`src/design/canvas_pkg.sv`:
```
package canvas_pkg;

    // Frame geometry. The canvas is square, so one size serves for rows and columns.
    localparam int canvas_dim = 64;
    localparam int coord_w    = 6;
    localparam int pix_w      = 8;

    // Pixel address is {y, x}, so a row occupies one aligned block of 64 addresses.
    localparam int addr_w = 12;
    localparam int row_w  = 512;

    // Drawing commands. The fourth encoding is unused and treated as a no-op.
    typedef enum logic [1:0] {
        op_plot  = 2'd0,
        op_hline = 2'd1,
        op_clear = 2'd2
    } draw_op_e;

    typedef enum logic {
        draw_idle = 1'b0,
        draw_run  = 1'b1
    } draw_state_e;

    typedef enum logic {
        scan_idle   = 1'b0,
        scan_active = 1'b1
    } scan_state_e;

endpackage
```
`src/design/row_fetch.sv`:
```
`timescale 1ns/100ps

module row_fetch (
    input  logic                              clk,
    input  logic                              rst,
    input  logic                              frame_start,
    output logic                              rd,
    output logic [canvas_pkg::coord_w-1:0]    rd_row,
    output logic                              load,
    output logic [canvas_pkg::coord_w-1:0]    load_row,
    output logic                              scan_busy
);
    import canvas_pkg::*;

    scan_state_e state;

    // Tracks pix_x of the serializer output, starting at 62 so that
    // the first pixel of the frame lands on position 0.
    logic [coord_w-1:0] pos;

    assign scan_busy = (state == scan_active);

    always_ff @(posedge clk) begin
        if (rst) begin
            state <= scan_idle;
            rd    <= 1'b0;
            load  <= 1'b0;
        end else begin
            rd   <= 1'b0;
            load <= rd;
            case (state)
                scan_idle: begin
                    if (frame_start) begin
                        state <= scan_active;
                        rd    <= 1'b1;
                    end
                end
                scan_active: begin
                    if (pos == coord_w'(canvas_dim - 3) && rd_row != coord_w'(canvas_dim - 1)) begin
                        rd <= 1'b1;
                    end
                    // Last pixel of the last row; no row load is pending here.
                    if (pos == coord_w'(canvas_dim - 1) && rd_row == coord_w'(canvas_dim - 1)
                            && !load) begin
                        state <= scan_idle;
                    end
                end
                default: begin
                    state <= scan_idle;
                end
            endcase
        end
    end

    always_ff @(posedge clk) begin
        load_row <= rd_row;
        if (state == scan_idle) begin
            pos    <= coord_w'(canvas_dim - 2);
            rd_row <= '0;
        end else begin
            pos <= pos + 1'b1;
            if (pos == coord_w'(canvas_dim - 3) && rd_row != coord_w'(canvas_dim - 1)) begin
                rd_row <= rd_row + 1'b1;
            end
        end
    end

endmodule

```
`config.mk`:
```
export PLATFORM = sky130hd
export DESIGN_NAME = row_fetch
export DESIGN_NICKNAME = d
export VERILOG_FILES = /design/src/design/canvas_pkg.sv /design/src/design/row_fetch.sv
export SDC_FILE = /design/constraint.sdc
export NUM_CORES = 1
export LEC_CHECK = 0
export BUFFER_PORTS_ARGS = -buffer_cell sky130_fd_sc_hd__clkbuf_2
export CORE_MARGIN = 5
export CORE_UTILIZATION = 57
export CTS_BUF_LIST = sky130_fd_sc_hd__clkbuf_4 sky130_fd_sc_hd__clkbuf_8
export DETAILED_ROUTE_END_ITERATION = 7
export PLACE_DENSITY = 0.92
export SETUP_SLACK_MARGIN = 0.2
export SKIP_CTS_REPAIR_TIMING = 1
export SYNTH_ARGS = -nofsm -noshare
export SYNTH_HDL_FRONTEND = slang
export SYNTH_SLANG_ARGS = --single-unit
```
`constraint.sdc`:
```
create_clock -name clk -period 3.21 [get_ports clk]
set_clock_uncertainty 0.2 [all_clocks]
set_input_delay 0.642 -clock clk [delete_from_list [all_inputs] [get_ports clk]]
set_output_delay 0.642 -clock clk [all_outputs]
set_load 0.01 [all_outputs]
```
== After elaboration in Yosys (flattened, before gate mapping) ==
Index checks and enable logic that the tools add are counted.
Word-level totals
  flip-flop bits (word level): 21
  input port bits: 3
  output and inout port bits: 15
Cells by class
  add/sub/neg operators: 2
  eq/ne operators: 4
  multiplexer cells: 5
  bitwise operators: 1
  reductions and logical operators: 4
Operators by type and width (count)
  == test 6 bit (second input constant): 3
  adder 6 x 1 -> 6 bit (second input constant): 2
  inequality test 6 bit (second input constant): 1
  case mux 1 bit (2 select lines): 2
  logical AND 1 bit: 3
  2-to-1 mux 1 bit: 3
  zero test 1 bit: 1
  NOT 1 bit: 1

== Depth between registers and ports, before layout ==
  depth after elaboration: 5
  depth in mapped cells: 6
  mapped depth without buffers: 6

== Worst setup path before layout ==
Ideal clock, no wire load.
  path type: register -> register
  start point: register rd_row[0] in the netlist's numbering
  end point: register rd_row[3] in the netlist's numbering
  arrival time: 1.367 ns
  required time: 2.938 ns
  slack: 1.572 ns
  stages on the path, launching flop included: 6
  buffers on the path: 0
  path through: dfxtp_1 -> ha_1 -> nand3_1 -> o2111a_2 -> nand4_1 -> mux2i_1
Between the ends
  cells in the longest elaborated chain, start to end: 2
  elaborated cells on any way between the ends: 3
Ends and longest elaborated chain
  start: declaration: line row_fetch.sv:8  | output logic [canvas_pkg::coord_w-1:0] rd_row,
  start signal: assignment: line row_fetch.sv:63  | rd_row <= rd_row + 1'b1;
  branches (longest 2 deep; another with adder 6 x 1 -> 6 bit)
Parallel ways; which one is timed is not known.
A chain may end at the register's enable or synchronous reset.

== Worst setup path in the final report ==
  start point: register state, in the netlist scan_busy
  end point: output scan_busy
RTL lines
  start: declaration: line row_fetch.sv:15  | scan_state_e state;
  start signal: assignment: line row_fetch.sv:25  | state <= scan_idle;
  start signal: assignment: line row_fetch.sv:34  | state <= scan_active;
  start signal: assignment: line row_fetch.sv:45  | state <= scan_idle;
  end: declaration: line row_fetch.sv:11  | output logic scan_busy
No word-level cell between the ends.

==> out/metrics.csv <==
metric,value,unit
Placed Area,858.3,um2
R2R Setup Slk,1.45,ns
GR Util All Layers,0.1537,
slew margin rel.,0.6666,
Worst path max stage delay,0.65,ns
Gate power share,0.072,
vias per inst,5.427,
clock group share of total power,0.294,
fraction of layout cells with a size suffix above 1,0.2421,
Critical Path Source Type,flip-flop,
PD cells,496.9,nW/um2
Synth cell types,24,
top cell type's share of synthesized area,0.5545,
Internal,340.1,uW
clock sink total,21,
routed wire length,1343,um
switching share of power,0.2296,
H-tree Lvls,1,
Critical Path End Type,primary output,
"Hold Vio Cnt, Final",0,
post-route ant nets,0,
final instance area,888.4,um2
total CTS buffers,3,
Worst-Skew Late Latency,0.30,ns
I/O pins,18,
P&R area growth vs syn,17.16,%
Mapped Area,758.2,um2
IO Port Bufs,17,
Initial Util,0.5901,
Worst path top cell family by delay,flip-flops,
Crit Path Max Fanout,16,
DP Worst Slack,1.451,ns
total grt overflow,0,
syn_nets,81,
RSZ-0062 raised after global routing,no,
Final Power,441.5,uW
"Reg clk slew, reported paths",0.10,ns
antenna violations before repair,0,
clk root buf,clkbuf_4,
maximum VDD drop,0.2649,mV
Least-Margin Pin Slew,0.4995,ns
"Setup violations, final",0,
Critical Path AT,1.17,ns
gp weighted congestion,0.7593,
setup TNS,0,ns
crit path kind,flip-flop to primary output,
Total Die Area,2159,um2
ant diodes,0,
DP HPWL,1032,um
DRC,0,
drt first pass iters,4,
Synth Register Bits,21,
Reg power frac,0.633,
fin. max-slew vios,0,
Avg WL per Cell,12.21,um
Static Leak,0.3877,nW
buffers and inverters on the worst path,1,
"Data required, critical path",2.37,ns
syn_area_per_cell,10.11,um2
Rows,13,
part of the Yosys area used for sequential elements,0.5545,
fin crit share,0.6271,
largest area contributor in the netlist,dfxtp_1,
CTS tree,done,
CORE AREA,1285,um2
Final WS setup,1.197,ns
total vias in the final route,597,
Synth area leaders,"dfxtp_1, ha_1, nand2_1",
vias in the first global route,546,
number of max-cap violations,0,
post-layout util,0.6913,
Synth Instances,75,
number of DRC markers in iteration 0,8,
"slowest stage cell, crit path",dfxtp_1,
Ys Warns,0,
Die Ht,46.47,um
largest net degree at the start of global routing,17,
nets,102,
worst path cell trace,clkbuf_2,
first-pass GRT wire length,2270,um
switching power,101.3,uW
status,completed,
die width,46.47,um
HP Class,flip-flop to flip-flop,
fmax,0.4968,GHz
minimum clock period,2.013,ns
CTS max path bufs,2,
## layout by cell type (no fill, tap or decap)
cell / n
nand2b_1: 1
clkbuf_4: 4
o2111a_2: 1
nand3_1: 6
a211oi_1: 1
nor4_2: 1
inv_1: 3
or3_1: 1
mux2i_1: 3
o21ai_0: 3
ha_1: 3
nor4_1: 1
a41oi_1: 1
clkbuf_2: 17
nor2_1: 5
and3_1: 1
dfxtp_1: 21
xor2_1: 2
nand2_1: 10
nor3_1: 2
nand4b_1: 1
nand4_1: 2
xnor2_1: 2
a311oi_1: 1
nor2b_1: 2
## final timing paths
check,startpoint,end,cells after the start
setup / recovery,scan_busy,scan_busy,1
setup reg to reg,rd_row[0],rd_row[3],5
hold / removal,rd_row[4],load_row[4],0
hold reg to reg,rd_row[4],load_row[4],0
## per-stage QoR
stage | hold slack (ns) | cells
final | 0.2103 | 110
after global routing | 0.2323 | 110
after CTS | 0.2138 | 110
after detailed placement | 0.1983 | 106
after global placement | 0.1899 | 106
after floorplan | 0.2166 | 75
## cell families (layout without fill, tap and decap cells)
| group | Yosys count | after routing | synth area share |
|---|---|---|---|
| buf+inv | 4 | 24 | 0.01980 |
| fa+ha+maj | 3 | 3 | 0.04951 |
| simple gates | 33 | 33 | 0.2211 |
| flops | 21 | 21 | 0.5545 |
| xor+xnor | 4 | 4 | 0.04621 |
| compound gates | 7 | 7 | 0.06931 |
| mux | 3 | 3 | 0.03961 |
## registers in the layout (all words and copies together), names as in the netlist
register	flops
load	1
load_row	6
pos	6
rd	1
rd_row	6
scan_busy	1
## cell usage after synthesis
cell / number
inv_1: 3
ha_1: 3
a41oi_1: 1
nor3_1: 2
nor4_1: 1
a311oi_1: 1
clkbuf_1: 1
o2111a_2: 1
mux2i_1: 3
xnor2_1: 2
nand3_1: 6
a211oi_1: 1
xor2_1: 2
nor2_1: 5
nand4_1: 2
nand4b_1: 1
dfxtp_1: 21
or3_1: 1
nor4_2: 1
o21ai_0: 3
nand2b_1: 1
and3_1: 1
nand2_1: 10
nor2b_1: 2
## routing by layer
| metal | share of wire | wire, um | global-route usage |
|---|---|---|---|
| met1 | 0.44 | 595 | 0.1770 |
| met2 | 0.46 | 619 | 0.2500 |
| met3 | 0.070 | 94 | 0.03516 |
| met4 | 0.025 | 34 | 0.1023 |
| met5 | 0 | 0 | 0 |
## area by class of cell
cell class	instances	area, um2
Sequential cell	21	420.4
Fill cell	113	396.6
Multi-Input combinational cell	50	322.8
Timing Repair Buffer	17	85.08
Clock buffer	4	30.03
Tap cell	15	18.77
Inverter	3	11.26
## power groups by stage
stage / Clock [mW] / Combinational (mW) / Sequential [mW]
floorplan: 0 / 0.0241 / 0.283
global placement: 0 / 0.0305 / 0.285
detailed placement: 0 / 0.0319 / 0.286
CTS: 0.134 / 0.0321 / 0.280
global route: 0.148 / 0.0359 / 0.282
finish: 0.130 / 0.0318 / 0.280
No activity file was read; power rests on OpenSTA's default activity.
