### config.mk
export PLATFORM = sky130hd
export DESIGN_NAME = pixel_serializer
export DESIGN_NICKNAME = d
export VERILOG_FILES = /design/src/design/canvas_pkg.sv /design/src/design/pixel_serializer.sv
export SDC_FILE = /design/constraint.sdc
export NUM_CORES = 1
export LEC_CHECK = 0
export BUFFER_PORTS_ARGS = -buffer_cell sky130_fd_sc_hd__buf_4
export CAP_MARGIN = 20
export CELL_PAD_IN_SITES_DETAIL_PLACEMENT = 0
export CELL_PAD_IN_SITES_GLOBAL_PLACEMENT = 1
export CORE_MARGIN = 1.5
export CORE_UTILIZATION = 46
export CTS_CLUSTER_SIZE = 16
export DETAILED_ROUTE_END_ITERATION = 8
export PLACE_DENSITY = 0.76
export RECOVER_POWER = 25
export SETUP_SLACK_MARGIN = 0.4
export SLEW_MARGIN = 20
export SYNTH_ARGS = -nofsm -noshare
export SYNTH_HDL_FRONTEND = slang
export SYNTH_SLANG_ARGS = --single-unit
### constraint.sdc
create_clock -name clk -period 11.3 [get_ports clk]
set_input_delay 2.26 -clock clk [delete_from_list [all_inputs] [get_ports clk]]
set_output_delay 2.26 -clock clk [all_outputs]
set_load 0.01 [all_outputs]
### src/design/canvas_pkg.sv
package canvas_pkg;

    // Frame geometry. The canvas is square, so one size serves for rows and columns.
    localparam int canvas_dim = 64;
    localparam int coord_w    = 6;
    localparam int pix_w      = 8;

    // Pixel address is {y, x}, so a row occupies one aligned block of 64 addresses.
    localparam int addr_w = 12;
    localparam int row_w  = 512;

    // Drawing commands. The fourth encoding is unused and treated as a no-op.
    typedef enum logic [1:0] {
        op_plot  = 2'd0,
        op_hline = 2'd1,
        op_clear = 2'd2
    } draw_op_e;

    typedef enum logic {
        draw_idle = 1'b0,
        draw_run  = 1'b1
    } draw_state_e;

    typedef enum logic {
        scan_idle   = 1'b0,
        scan_active = 1'b1
    } scan_state_e;

endpackage
### src/design/pixel_serializer.sv
`timescale 1ns/100ps

module pixel_serializer (
    input  logic                              clk,
    input  logic                              rst,
    input  logic                              load,
    input  logic [canvas_pkg::coord_w-1:0]    load_row,
    input  logic [canvas_pkg::row_w-1:0]      row_data,
    output logic                              pix_valid,
    output logic [canvas_pkg::coord_w-1:0]    pix_x,
    output logic [canvas_pkg::coord_w-1:0]    pix_y,
    output logic [canvas_pkg::pix_w-1:0]      pix_data
);
    import canvas_pkg::*;

    logic [row_w-1:0] row_shift;

    assign pix_data = row_shift[pix_w-1:0];

    always_ff @(posedge clk) begin
        if (rst) begin
            pix_valid <= 1'b0;
            pix_x     <= '0;
        end else if (load) begin
            // Also taken on the last pixel of a row, which keeps the stream gapless.
            pix_valid <= 1'b1;
            pix_x     <= '0;
        end else if (pix_valid) begin
            pix_x <= pix_x + 1'b1;
            if (pix_x == coord_w'(canvas_dim - 1)) begin
                pix_valid <= 1'b0;
            end
        end
    end

    always_ff @(posedge clk) begin
        if (load) begin
            row_shift <= row_data;
            pix_y     <= load_row;
        end else if (pix_valid) begin
            row_shift <= row_shift >> pix_w;
        end
    end

endmodule

# --- After elaboration in Yosys (flattened, before gate mapping) ---
# Index checks and enable logic that the tools add are counted.
totals:
  ff_bits: 525
  input_bits: 521
  out_inout_bits: 21
op_classes:
  add_sub_neg: 1
  eq_ne: 1
  mux: 5
  reduce_logical: 2
op_table:
  columns: ["operator", "n"]
  rows:
  - ["$mux 512", 2]
  - ["$add 6x1->6 const B", 1]
  - ["$eq 6x6->1 const B", 1]
  - ["$mux 1", 3]
  - ["$reduce_bool 2->1", 1]
  - ["$reduce_or 2->1", 1]

# --- Longest topological paths before layout ---
logic_depth:
  word_depth: 4
  mapped_depth: 4
  depth_no_buf: 4

# --- Worst setup path before layout ---
# OpenSTA, ideal clock, no wires.
synth_path:
  path_kind: "input to register"
  start: "in load"
  end: "reg row_shift[0] (enable)"
  setup_time_ns: 0.667
  arrival_time_ns: 8.797
  required_time_ns: 10.633
  slack_ns: 1.836
  cell_stages: 3
  n_path_buf: 2
  cell_sequence: "buf_2 -> clkbuf_1 -> or2_2"
synth_between:
  elab_chain_cells: 1
synth_rtl:
  columns: ["element", "line_no", "rtl"]
  rows:
  - ["from (decl)", "pixel_serializer.sv:6", "input logic load,"]
  - ["$reduce_bool 2->1 (no line)", null, null]
  - ["to (signal assigned)", "pixel_serializer.sv:38", "row_shift <= row_data;"]
  - ["to (signal assigned)", "pixel_serializer.sv:41", "row_shift <= row_shift >> pix_w;"]
  - ["to (decl)", "pixel_serializer.sv:16", "logic [row_w-1:0] row_shift;"]
# No other way between the ends.
# A chain may end at the register's enable or synchronous reset.

# --- Final worst setup path ---
layout_path:
  start: "in load"
  end: "reg row_shift[499] (data pin)"
layout_between:
  elab_chain_cells: 1
layout_rtl:
  columns: ["element", "line_no", "rtl"]
  rows:
  - ["$mux 512", "pixel_serializer.sv:37", "if (load) begin"]
# No other way between the ends.

==> reports/metrics.yaml <==
status:
  status: "complete, but fails checks"
  violations: "capacitance limit, slew limit"
drt:
  ant_nets: 0
  wl_um: 55500
  first_pass_iters: 4
  vias: 12005
  route.detailed.drc: 0
  drt_iter0_drc: 799
  via_per_inst: 5.01
  wl_per_cell_um: 23.1
grt:
  gr-total-overflow: 0
  grt_use_met1_pct: 24.1
  grt_max_degree: 183
  grt_pass1_vias: 12587
  gr-usage-met3_pct: 10.1
  grt_pass1_wl_um: 80200
  busiest_layer: "met2"
  track_usage_pct: 20.6
  antenna_found_initial: 28
  grtUsageMet2_pct: 33.5
clock_tree:
  cts_resized: 0
  clock_path_buffers: 3
  cts_tree: "yes"
  cts_root_buf: "clkbuf_16"
  clock-sinks: 525
  clock_latency_ps: 600
  htreeDepth: 2
  postCtsSetupBuffers: 0
  cts_hold_repair.buffers: 0
  cts-buffers-inserted: 56
  path_clk_slew_ps: 60
setup_path:
  critPathArrivalTime_ps: 6420
  crit_path_start_kind: "input pin"
  timing.rr.start: "pix_valid$_SDFF_PP0_"
  reg2reg_depth: 3
  reg2reg_to: "row_shift[72]$_DFFE_PP_"
  required_ps: 11620
  r2r_setup_slack_ps: 7990
  cp-end-kind: "register"
  critPathMaxFanout: 88
  worstSetupPathType: "in2reg"
power:
  p_leak_uw: 0.0118
  ir_drop_mv: 0.118
  combinationalPowerShare_pct: 10.7
  clkPwrFrac_pct: 36.7
  switchingPower_uw: 981
  pwr-share-seq_pct: 52.6
  p_int_uw: 3710
  swShare_pct: 20.9
  powerDensity_nw_per_um2: 161
timing:
  fin_tns_setup_ps: 0
  post-route-period-util_pct: 54.0
  setup_viol: 0
  rsz0062_at_grt: "false"
  slew_headroom_pct: -179
  fmax_mhz: 164
  finalCriticalPeriod_ps: 6100
  hold_viol: 0
  slew_violations: 73
  clock-skew-final_ps: 19.3
  tightest_slew_ps: 4190
min_path:
  min_path_type: "reg2reg"
  worst_hold_startpoint: "row_shift[223]$_DFFE_PP_"
  holdPathEnd: "row_shift[215]$_DFFE_PP_"
  hold-path-cell-count: 1
logic_synthesis:
  ys_seq_elements: 525
  synth.top_cell.area_share_pct: 65.4
  synth_largest_area_cell: "edfxtp_1"
  netlist_area_um2: 23800
  synth_area_leaders: "edfxtp_1 (65%), mux2_4 (25%), mux2_2 (4.9%)"
  synth_nets: 1651
  synth_seq_area_share_pct: 66.0
  avgSynthCellArea_um2: 21.1
  yosysWarningCount: 0
  yosysUniqueCellTypes: 24
  synthCells: 1129
final_layout:
  fin_util_pct: 57.0
  drive_gt1_share_pct: 55.8
  final_cells: 2397
  fin_nets: 2192
  areaGrowthSynthToFinish_pct: 22.7
die:
  die_area_um2: 53000
  io_pins: 542
  core_area_um2: 51200
  start_util_pct: 46.4
  die_h_um: 230
  die_w_um: 230
  num_rows: 83
place:
  place.detailed.hpwl_um: 38600
  place_inst: 2292
  io_buffers: 541
  routabilityCongestion: 0.841
job:
  drv_cap: 1
[cells in the mapped netlist]
library cell / count
xor2_1: 3
nand2_1: 3
a21oi_1: 2
nor2_1: 5
buf_2: 7
mux2_4: 400
and2_1: 8
buf_4: 13
xnor2_1: 1
nand3_1: 1
inv_1: 1
mux2i_1: 1
mux2_2: 104
or3_1: 1
or2_2: 2
clkbuf_1: 2
buf_8: 13
dfxtp_1: 7
nand4_1: 1
nand4_2: 1
o21ai_0: 2
edfxtp_1: 518
buf_6: 32
ha_1: 1
[flip-flops by register name, indices dropped and copies added, names as in the netlist]
name       count
pix_y          6
pix_x          6
row_shift    512
pix_valid      1
[critical path, cell delays in order]
cell	delay [ps]
buf_8	490
clkbuf_1	2970
mux2_2	530
[cell type report]
type                    count  area (µm²)
inverters                   1        3.75
flip-flops and latches    525       15700
clock inverters            28         199
fillers                  4103       22000
multi-input cells         536        6820
well taps                 680         851
repair buffers            550        4100
diodes                      7        17.5
clock buffers              70        1480
[placed cells by master, fill, tap and decap left out, drive strengths merged, types with 2 or more instances in the layout]
cell / synthesis / final
diode: 0 / 7
clkinv: 0 / 25
o21ai: 2 / 2
nand2: 3 / 3
buf: 65 / 522
bufinv: 0 / 3
and2: 8 / 8
mux2: 504 / 504
dfxtp: 7 / 7
or2: 2 / 2
edfxtp: 518 / 518
xor2: 3 / 3
nand4: 2 / 2
a21oi: 2 / 2
clkbuf: 2 / 98
nor2: 5 / 5
[metrics by stage]
stage	hold slack (ps)	instance area, µm²	power (µW)	setup slack, ps
floorplan	515	23800	2870	1840
finish	516	29200	4690	5200
global route	519	29200	4860	4900
CTS	535	29800	4800	6100
global placement	493	28100	3060	5520
detailed placement	533	28100	3070	5460
[metal layers]
| layer | up-vias | wire (µm) |
|---|---|---|
| li1 | 5507 | - |
| met1 | 5960 | 21200 |
| met4 | 36 | 1020 |
| met5 | - | 237 |
| met2 | 390 | 26900 |
| met3 | 112 | 6120 |
[cell families (layout without fill, tap and decap cells)]
kind of cell / count (synthesis) / after routing / share of synthesized area (%)
flops: 525 / 525 / 66.0
mux: 505 / 505 / 30.2
buf+inv: 68 / 649 / 2.94
simple gates: 22 / 22 / 0.516
compound gates: 4 / 4 / 0.0842
xor+xnor: 4 / 4 / 0.147
other cells: 0 / 7 / 0
fa+ha+maj: 1 / 1 / 0.0526
[power groups by stage]
stage	sequential, µW	combinational, µW	clock, µW
2_1_floorplan	2500	372	0
3_3_place_gp	2510	545	0
3_5_place_dp	2510	559	0
4_1_cts	2470	562	1770
5_1_grt	2480	543	1840
6_report	2470	502	1720
[how the worst max path moves through the flow]
stage / endpoint / depth (start not counted) / slack, ps / from
CTS: row_shift[53]$_DFFE_PP_ / 4 / 6100 / load
global placement: row_shift[61]$_DFFE_PP_ / 4 / 5520 / load
global route: row_shift[487]$_DFFE_PP_ / 3 / 4900 / load
finish: row_shift[499]$_DFFE_PP_ / 3 / 5200 / load
detailed placement: row_shift[53]$_DFFE_PP_ / 4 / 5460 / load
floorplan: row_shift[0]$_DFFE_PP_ / 3 / 1840 / load
Power figures use the tool's default switching activity.
