===== src/design/canvas_pkg.sv =====
package canvas_pkg;

    // Frame geometry. The canvas is square, so one size serves for rows and columns.
    localparam int canvas_dim = 64;
    localparam int coord_w    = 6;
    localparam int pix_w      = 8;

    // Pixel address is {y, x}, so a row occupies one aligned block of 64 addresses.
    localparam int addr_w = 12;
    localparam int row_w  = 512;

    // Drawing commands. The fourth encoding is unused and treated as a no-op.
    typedef enum logic [1:0] {
        op_plot  = 2'd0,
        op_hline = 2'd1,
        op_clear = 2'd2
    } draw_op_e;

    typedef enum logic {
        draw_idle = 1'b0,
        draw_run  = 1'b1
    } draw_state_e;

    typedef enum logic {
        scan_idle   = 1'b0,
        scan_active = 1'b1
    } scan_state_e;

endpackage

===== src/design/draw_engine.sv =====
`timescale 1ns/100ps

module draw_engine (
    input  logic                              clk,
    input  logic                              rst,
    input  logic                              cmd_valid,
    input  canvas_pkg::draw_op_e              cmd_op,
    input  logic [canvas_pkg::coord_w-1:0]    cmd_x,
    input  logic [canvas_pkg::coord_w-1:0]    cmd_y,
    input  logic [canvas_pkg::coord_w-1:0]    cmd_x_end,
    input  logic [canvas_pkg::pix_w-1:0]      cmd_color,
    output logic                              busy,
    output logic                              wr,
    output logic [canvas_pkg::addr_w-1:0]     wr_addr,
    output logic [canvas_pkg::pix_w-1:0]      wr_data
);
    import canvas_pkg::*;

    draw_state_e state;

    // Last address the run state writes before returning to idle.
    logic [addr_w-1:0] end_addr;
    logic [coord_w-1:0] hline_end;

    // A reversed span collapses to the start pixel.
    assign hline_end = (cmd_x_end < cmd_x) ? cmd_x : cmd_x_end;

    always_ff @(posedge clk) begin
        if (rst) begin
            state <= draw_idle;
            busy  <= 1'b0;
            wr    <= 1'b0;
        end else begin
            case (state)
                draw_idle: begin
                    wr <= 1'b0;
                    if (cmd_valid) begin
                        case (cmd_op)
                            // A plot is a single write and never raises busy.
                            op_plot: begin
                                wr <= 1'b1;
                            end
                            op_hline, op_clear: begin
                                wr    <= 1'b1;
                                busy  <= 1'b1;
                                state <= draw_run;
                            end
                            default: begin
                                wr <= 1'b0;
                            end
                        endcase
                    end
                end
                draw_run: begin
                    if (wr_addr == end_addr) begin
                        wr    <= 1'b0;
                        busy  <= 1'b0;
                        state <= draw_idle;
                    end
                end
                default: begin
                    state <= draw_idle;
                end
            endcase
        end
    end

    // Address and colour of the write in flight.
    always_ff @(posedge clk) begin
        if (state == draw_idle) begin
            if (cmd_valid) begin
                wr_data <= cmd_color;
                if (cmd_op == op_clear) begin
                    wr_addr  <= '0;
                    end_addr <= '1;
                end else begin
                    wr_addr  <= {cmd_y, cmd_x};
                    end_addr <= {cmd_y, hline_end};
                end
            end
        end else begin
            // Overruns past end_addr once, harmless since wr is low by then.
            wr_addr <= wr_addr + 1'b1;
        end
    end

endmodule


===== config.mk =====
export PLATFORM = sky130hd
export DESIGN_NAME = draw_engine
export DESIGN_NICKNAME = d
export VERILOG_FILES = /design/src/design/canvas_pkg.sv /design/src/design/draw_engine.sv
export SDC_FILE = /design/constraint.sdc
export NUM_CORES = 1
export LEC_CHECK = 0
export ABC_AREA = 1
export BUFFER_PORTS_ARGS = -buffer_cell sky130_fd_sc_hd__buf_4
export CELL_PAD_IN_SITES_DETAIL_PLACEMENT = 1
export CELL_PAD_IN_SITES_GLOBAL_PLACEMENT = 2
export CORE_AREA = 3 3 112 71
export DETAILED_ROUTE_END_ITERATION = 6
export DIE_AREA = 0 0 115 74
export GPL_TIMING_DRIVEN = 0
export PLACE_DENSITY_LB_ADDON = 0.1
export SLEW_MARGIN = 10
export SYNTH_ARGS = -nofsm -noshare
export SYNTH_HDL_FRONTEND = slang
export SYNTH_SLANG_ARGS = --single-unit

===== constraint.sdc =====
create_clock -name clk -period 1.77 [get_ports clk]
set_input_delay 0.0885 -clock clk [delete_from_list [all_inputs] [get_ports clk]]
set_output_delay 0.0885 -clock clk [all_outputs]
set_load 0.02 [all_outputs]

## After elaboration in Yosys (flattened, before gate mapping)

Index checks and enable logic that the tools add are counted.

| operators by class | value |
|---|---|
| add/subtract/negate cells | 1 |
| $lt $le $gt $ge | 1 |
| equal/unequal tests | 6 |
| mux-type cells | 15 |
| bitwise operators | 1 |
| reduce and logical (&&, ||, !) cells | 6 |

Operator list:

| operator | count |
|---|---|
| 2-to-1 mux 12 bit | 3 |
| adder 12 x 1 -> 12 bit (second input constant) | 1 |
| == test 12 bit | 1 |
| 2-to-1 mux 1 bit | 8 |
| less-than comparator 6 bit | 1 |
| 2-to-1 mux 6 bit | 1 |
| one-hot mux 1 bit (2 select lines) | 3 |
| != test 2 x 1 -> 1 bit (second input constant) | 2 |
| AND reduction 3 bit | 1 |
| OR reduction 3 bit | 1 |
| == test 2 x 1 -> 1 bit (second input constant) | 1 |
| == test 2 bit (second input constant) | 1 |
| zero test 2 bit | 1 |
| != test 2 bit (second input constant) | 1 |
| AND reduction 2 bit | 1 |
| nonzero test 2 bit | 1 |
| OR reduction 2 bit | 1 |
| inverter 1 bit | 1 |

| word-level totals | value |
|---|---|
| register bits after elaboration | 35 |
| input port bits | 31 |
| output and inout bits | 22 |

## Longest topological paths before layout

| depth | value |
|---|---|
| word-level depth | 5 |
| depth in mapped cells | 9 |

## Worst setup path before layout

No wires, ideal clock.

| path | value |
|---|---|
| kind | reg-to-reg |
| start | register state |
| end | register end_addr[0], enable pin |
| setup time | 0.400 ns |
| arrival time | 1.386 ns |
| data required time | 1.370 ns |
| setup slack | -0.015 ns |
| stages on the path, launching flop included | 3 |
| path buffers | 1 |
| clock period less this slack | 1.785 ns |
| cell sequence | dfxtp_1 > buf_4 > nor2_1 |

| on the way | value |
|---|---|
| longest elaborated chain between the ends | 2 |

RTL lines:

| element | line | RTL |
|---|---|---|
| start: declaration | draw_engine.sv:19 | `draw_state_e state;` |
| start signal: assignment | draw_engine.sv:30 | `state <= draw_idle;` |
| start signal: assignment | draw_engine.sv:46 | `state <= draw_run;` |
| start signal: assignment | draw_engine.sv:58 | `state <= draw_idle;` |
| inverter 1 bit (no line) | n/a |  |
| AND reduction 2 bit (no line) | n/a |  |
| end signal: assignment | draw_engine.sv:78 | `end_addr <= {cmd_y, hline_end};` |
| end: declaration | draw_engine.sv:22 | `logic [addr_w-1:0] end_addr;` |

Every way passes these cells.
A chain may end at the register's enable or synchronous reset.

## Worst setup path after layout

| path | value |
|---|---|
| start | register state |
| end | register wr_addr[6] (netlist bit), enable pin |

| on the way | value |
|---|---|
| longest elaborated chain between the ends | 1 |

RTL lines:

| element | line | RTL |
|---|---|---|
| nonzero test 2 bit (no line) | n/a |  |
| end signal: assignment | draw_engine.sv:77 | `wr_addr <= {cmd_y, cmd_x};` |
| end signal: assignment | draw_engine.sv:83 | `wr_addr <= wr_addr + 1'b1;` |
| end: declaration | draw_engine.sv:14 | `output logic [canvas_pkg::addr_w-1:0] wr_addr,` |

Every way passes these cells.

==> results.yml <==
placed_design:
  dp_hpwl_um: 3813
  portBuffers: 52
  place_inst: 347
  globalplace.congestion: 0.7017
  post-place-ws_ns: -0.1669
layout:
  fillCellCount: 830
  multi_input_area_um2: 738.2
  fin_nets: 316
  syn2layout_area_growth_pct: 43.32
  instances_no_fill: 369
  drive_gt1_share_pct: 27.70
  register_area_um2: 1021
  antenna_cells: 0
critical_path:
  start_kind: "flop"
  critPathKind: "reg2reg"
  end_kind: "flop"
  cp-startpoint: "state"
  cp.arrival_ns: 1.50
  rr_startpoint: "state"
  cp.required_ns: 1.68
  worstPathMaxFanout: 12
  reg2reg_depth: 2
worst_hold_path:
  hold_start: "cmd_y[3]"
  hold_path_class: "in2reg"
  holdPathStages: 3
sta:
  fmax_mhz: 628.3
  hold_viol: 0
  worstMarginPinSlew_ns: 0.6881
  period_needed_ns: 1.591
  slew_headroom_pct: 54.02
  finalSetupViolations: 0
  finalMaxSlewViolations: 0
  timing.final.crit_share_pct: 89.92
  worst_slack_ns: 0.1785
  skew_ns: 0.005578
synthesis:
  synthesis.nets: 243
  ys_top_cells_by_area: "edfxtp_1 (51%), nand2_1 (11%), inv_1 (6.6%), ha_1 (5.3%), a21oi_1 (3.2%)"
  synth-seq-cells: 35
  synth_edf_count: 32
  yosysUniqueCellTypes: 25
  synth_top_area_share_pct: 51.03
  synth_seq_area_share_pct: 54.22
  synth.most_common_cell: "nand2_1"
  syn_inst: 204
  yosys_warnings: 0
  yosysTopAreaCell: "edfxtp_1"
  synth-async-reset-ratio_pct: 0
  syn_avg_cell_area_um2: 9.231
  ys.flop_type: "edfxtp_1"
  synth_common_cells: "nand2_1 (55), inv_1 (33), edfxtp_1 (32)"
  netlist_area_um2: 1883
power_and_ir_drop:
  p_leak_uw: 0.001216
  vdd_drop_max_v: 0.0003780
  power_density_nw_per_um2: 962.5
floorplan:
  start_util_pct: 26.57
  dieArea_um2: 8510
  die_h_um: 74
  coreArea_um2: 7087
  row_count: 24
  io_pins: 53
  die_w_um: 115
grt:
  antenna_found_initial: 0
  grt_use_total_pct: 13.01
  grt_pass1_vias: 1636
  grt_first_pass_wirelength_um: 8404
  grt_overflow: 0
  grt_max_degree: 23
routing:
  num_vias: 1625
  first_pass_iters: 4
  wire_per_inst_um: 14.00
  first_iter_violations: 38
  remaining_drc_errors: 0
  viasPerCell: 4.404
  routed_wl_um: 5165
  drtAntennaViolNets: 0
job:
  drv_cap: 0
clock_tree:
  cts_tree: "done"
  clk_pin_slew_ns: 0.06
  cts_buffers: 5
  clock_latency_ns: 0.28
  clockBufferDepth: 2
  ctsHtreeMaxLevel: 2
  cts_sinks: 35
  ctsRootBufferMaster: "clkbuf_16"
run_status:
  status: "finished clean"
[report_power, final]
part           leakage, uW  internal [uW]  switching (uW)  total (uW)
combinational     0.000798            238             299         537
sequential        0.000337           1010            67.0        1070
clock            0.0000812            656             331         988
total              0.00122           1900             697        2600
[state kept, by name, indices dropped and copies added (netlist names)]
signal	flops
end_addr	12
wr_addr	12
wr_data	8
busy	1
state	1
wr	1
[critical path, cell delays in order (launching register included)]
cell and delay (ns):
dfxtp_1 0.34, clkinv_1 0.29, nand2_1 0.59
[cells by family (layout without fill, tap and decap cells)]
family          after synthesis  after routing  share of synthesized area [%]
simple gates                 79             79                          18.41
xor+xnor                      7              7                          3.256
buf+inv                      37            111                          7.641
flops                        35             35                          54.22
compound gates               38             38                          11.16
fa+ha+maj                     8              8                          5.316
[placed cells by master, fill, tap and decap left out, drive strengths merged, types with 4 or more instances in the layout]
master / Yosys / routed
dlygate4sd3: 0 / 9
ha: 8 / 8
o211ai: 4 / 4
nor2: 9 / 9
buf: 2 / 59
inv: 34 / 34
nand2: 56 / 56
clkbuf: 0 / 5
o21ai: 16 / 16
a21oi: 12 / 12
nand3: 6 / 6
xnor2: 6 / 6
o22ai: 4 / 4
edfxtp: 32 / 32
[stage by stage]
step / hold slack [ns] / cell area (um^2) / setup TNS, ns / utilization (%) / total power [uW]
after global routing: 0.08400 / 2699 / -0.008933 / 38.08 / 2741
after global placement: 0.2664 / 2390 / -2.637 / 33.72 / 1588
after CTS: 0.07394 / 2649 / 0 / 37.38 / 2600
final: 0.07762 / 2699 / 0 / 38.08 / 2598
after detailed placement: 0.2680 / 2390 / -2.449 / 33.72 / 1591
after floorplan: 0.1576 / 1886 / 0 / - / 1365
[worst paths after layout]
check,endpoint,slack [ns]
setup / recovery,wr_addr[6],0.18
hold / removal,end_addr[9],0.08
setup reg to reg,wr_addr[6],0.18
hold reg to reg,busy,0.46
[layer usage]
layer | routed length, um | part of all wire, % | vias to the layer above | GRT usage, %
li1 | - | - | 824 | -
met1 | 2640 | 51 | 768 | 19.61
met2 | 2227 | 43 | 28 | 18.27
met3 | 262 | 5.1 | 5 | 4.065
met4 | 35 | 0.68 | 0 | 2.734
met5 | 0 | 0 | - | 0
[what timing repair did]
action | 4_1_cts | 5_1_grt
pin swaps | 0 | 1
hold buffers | 9 | 0
gates resized for setup | 1 | 2
setup buffers | 0 | 5
endpoints found under the hold margin | 11 | 0
setup endpoints to repair | 23 | 1
[area by class of cell]
class                           instances  area share [%]
Sequential cell                        35           37.83
Multi-Input combinational cell        132           27.35
Timing Repair Buffer                   66           19.19
Inverter                               35           4.868
Clock buffer                            5           4.636
Tap cell                               91           4.219
Clock inverter                          3           1.437
Buffer                                  2          0.4636
Power figures use the tool's default switching activity.
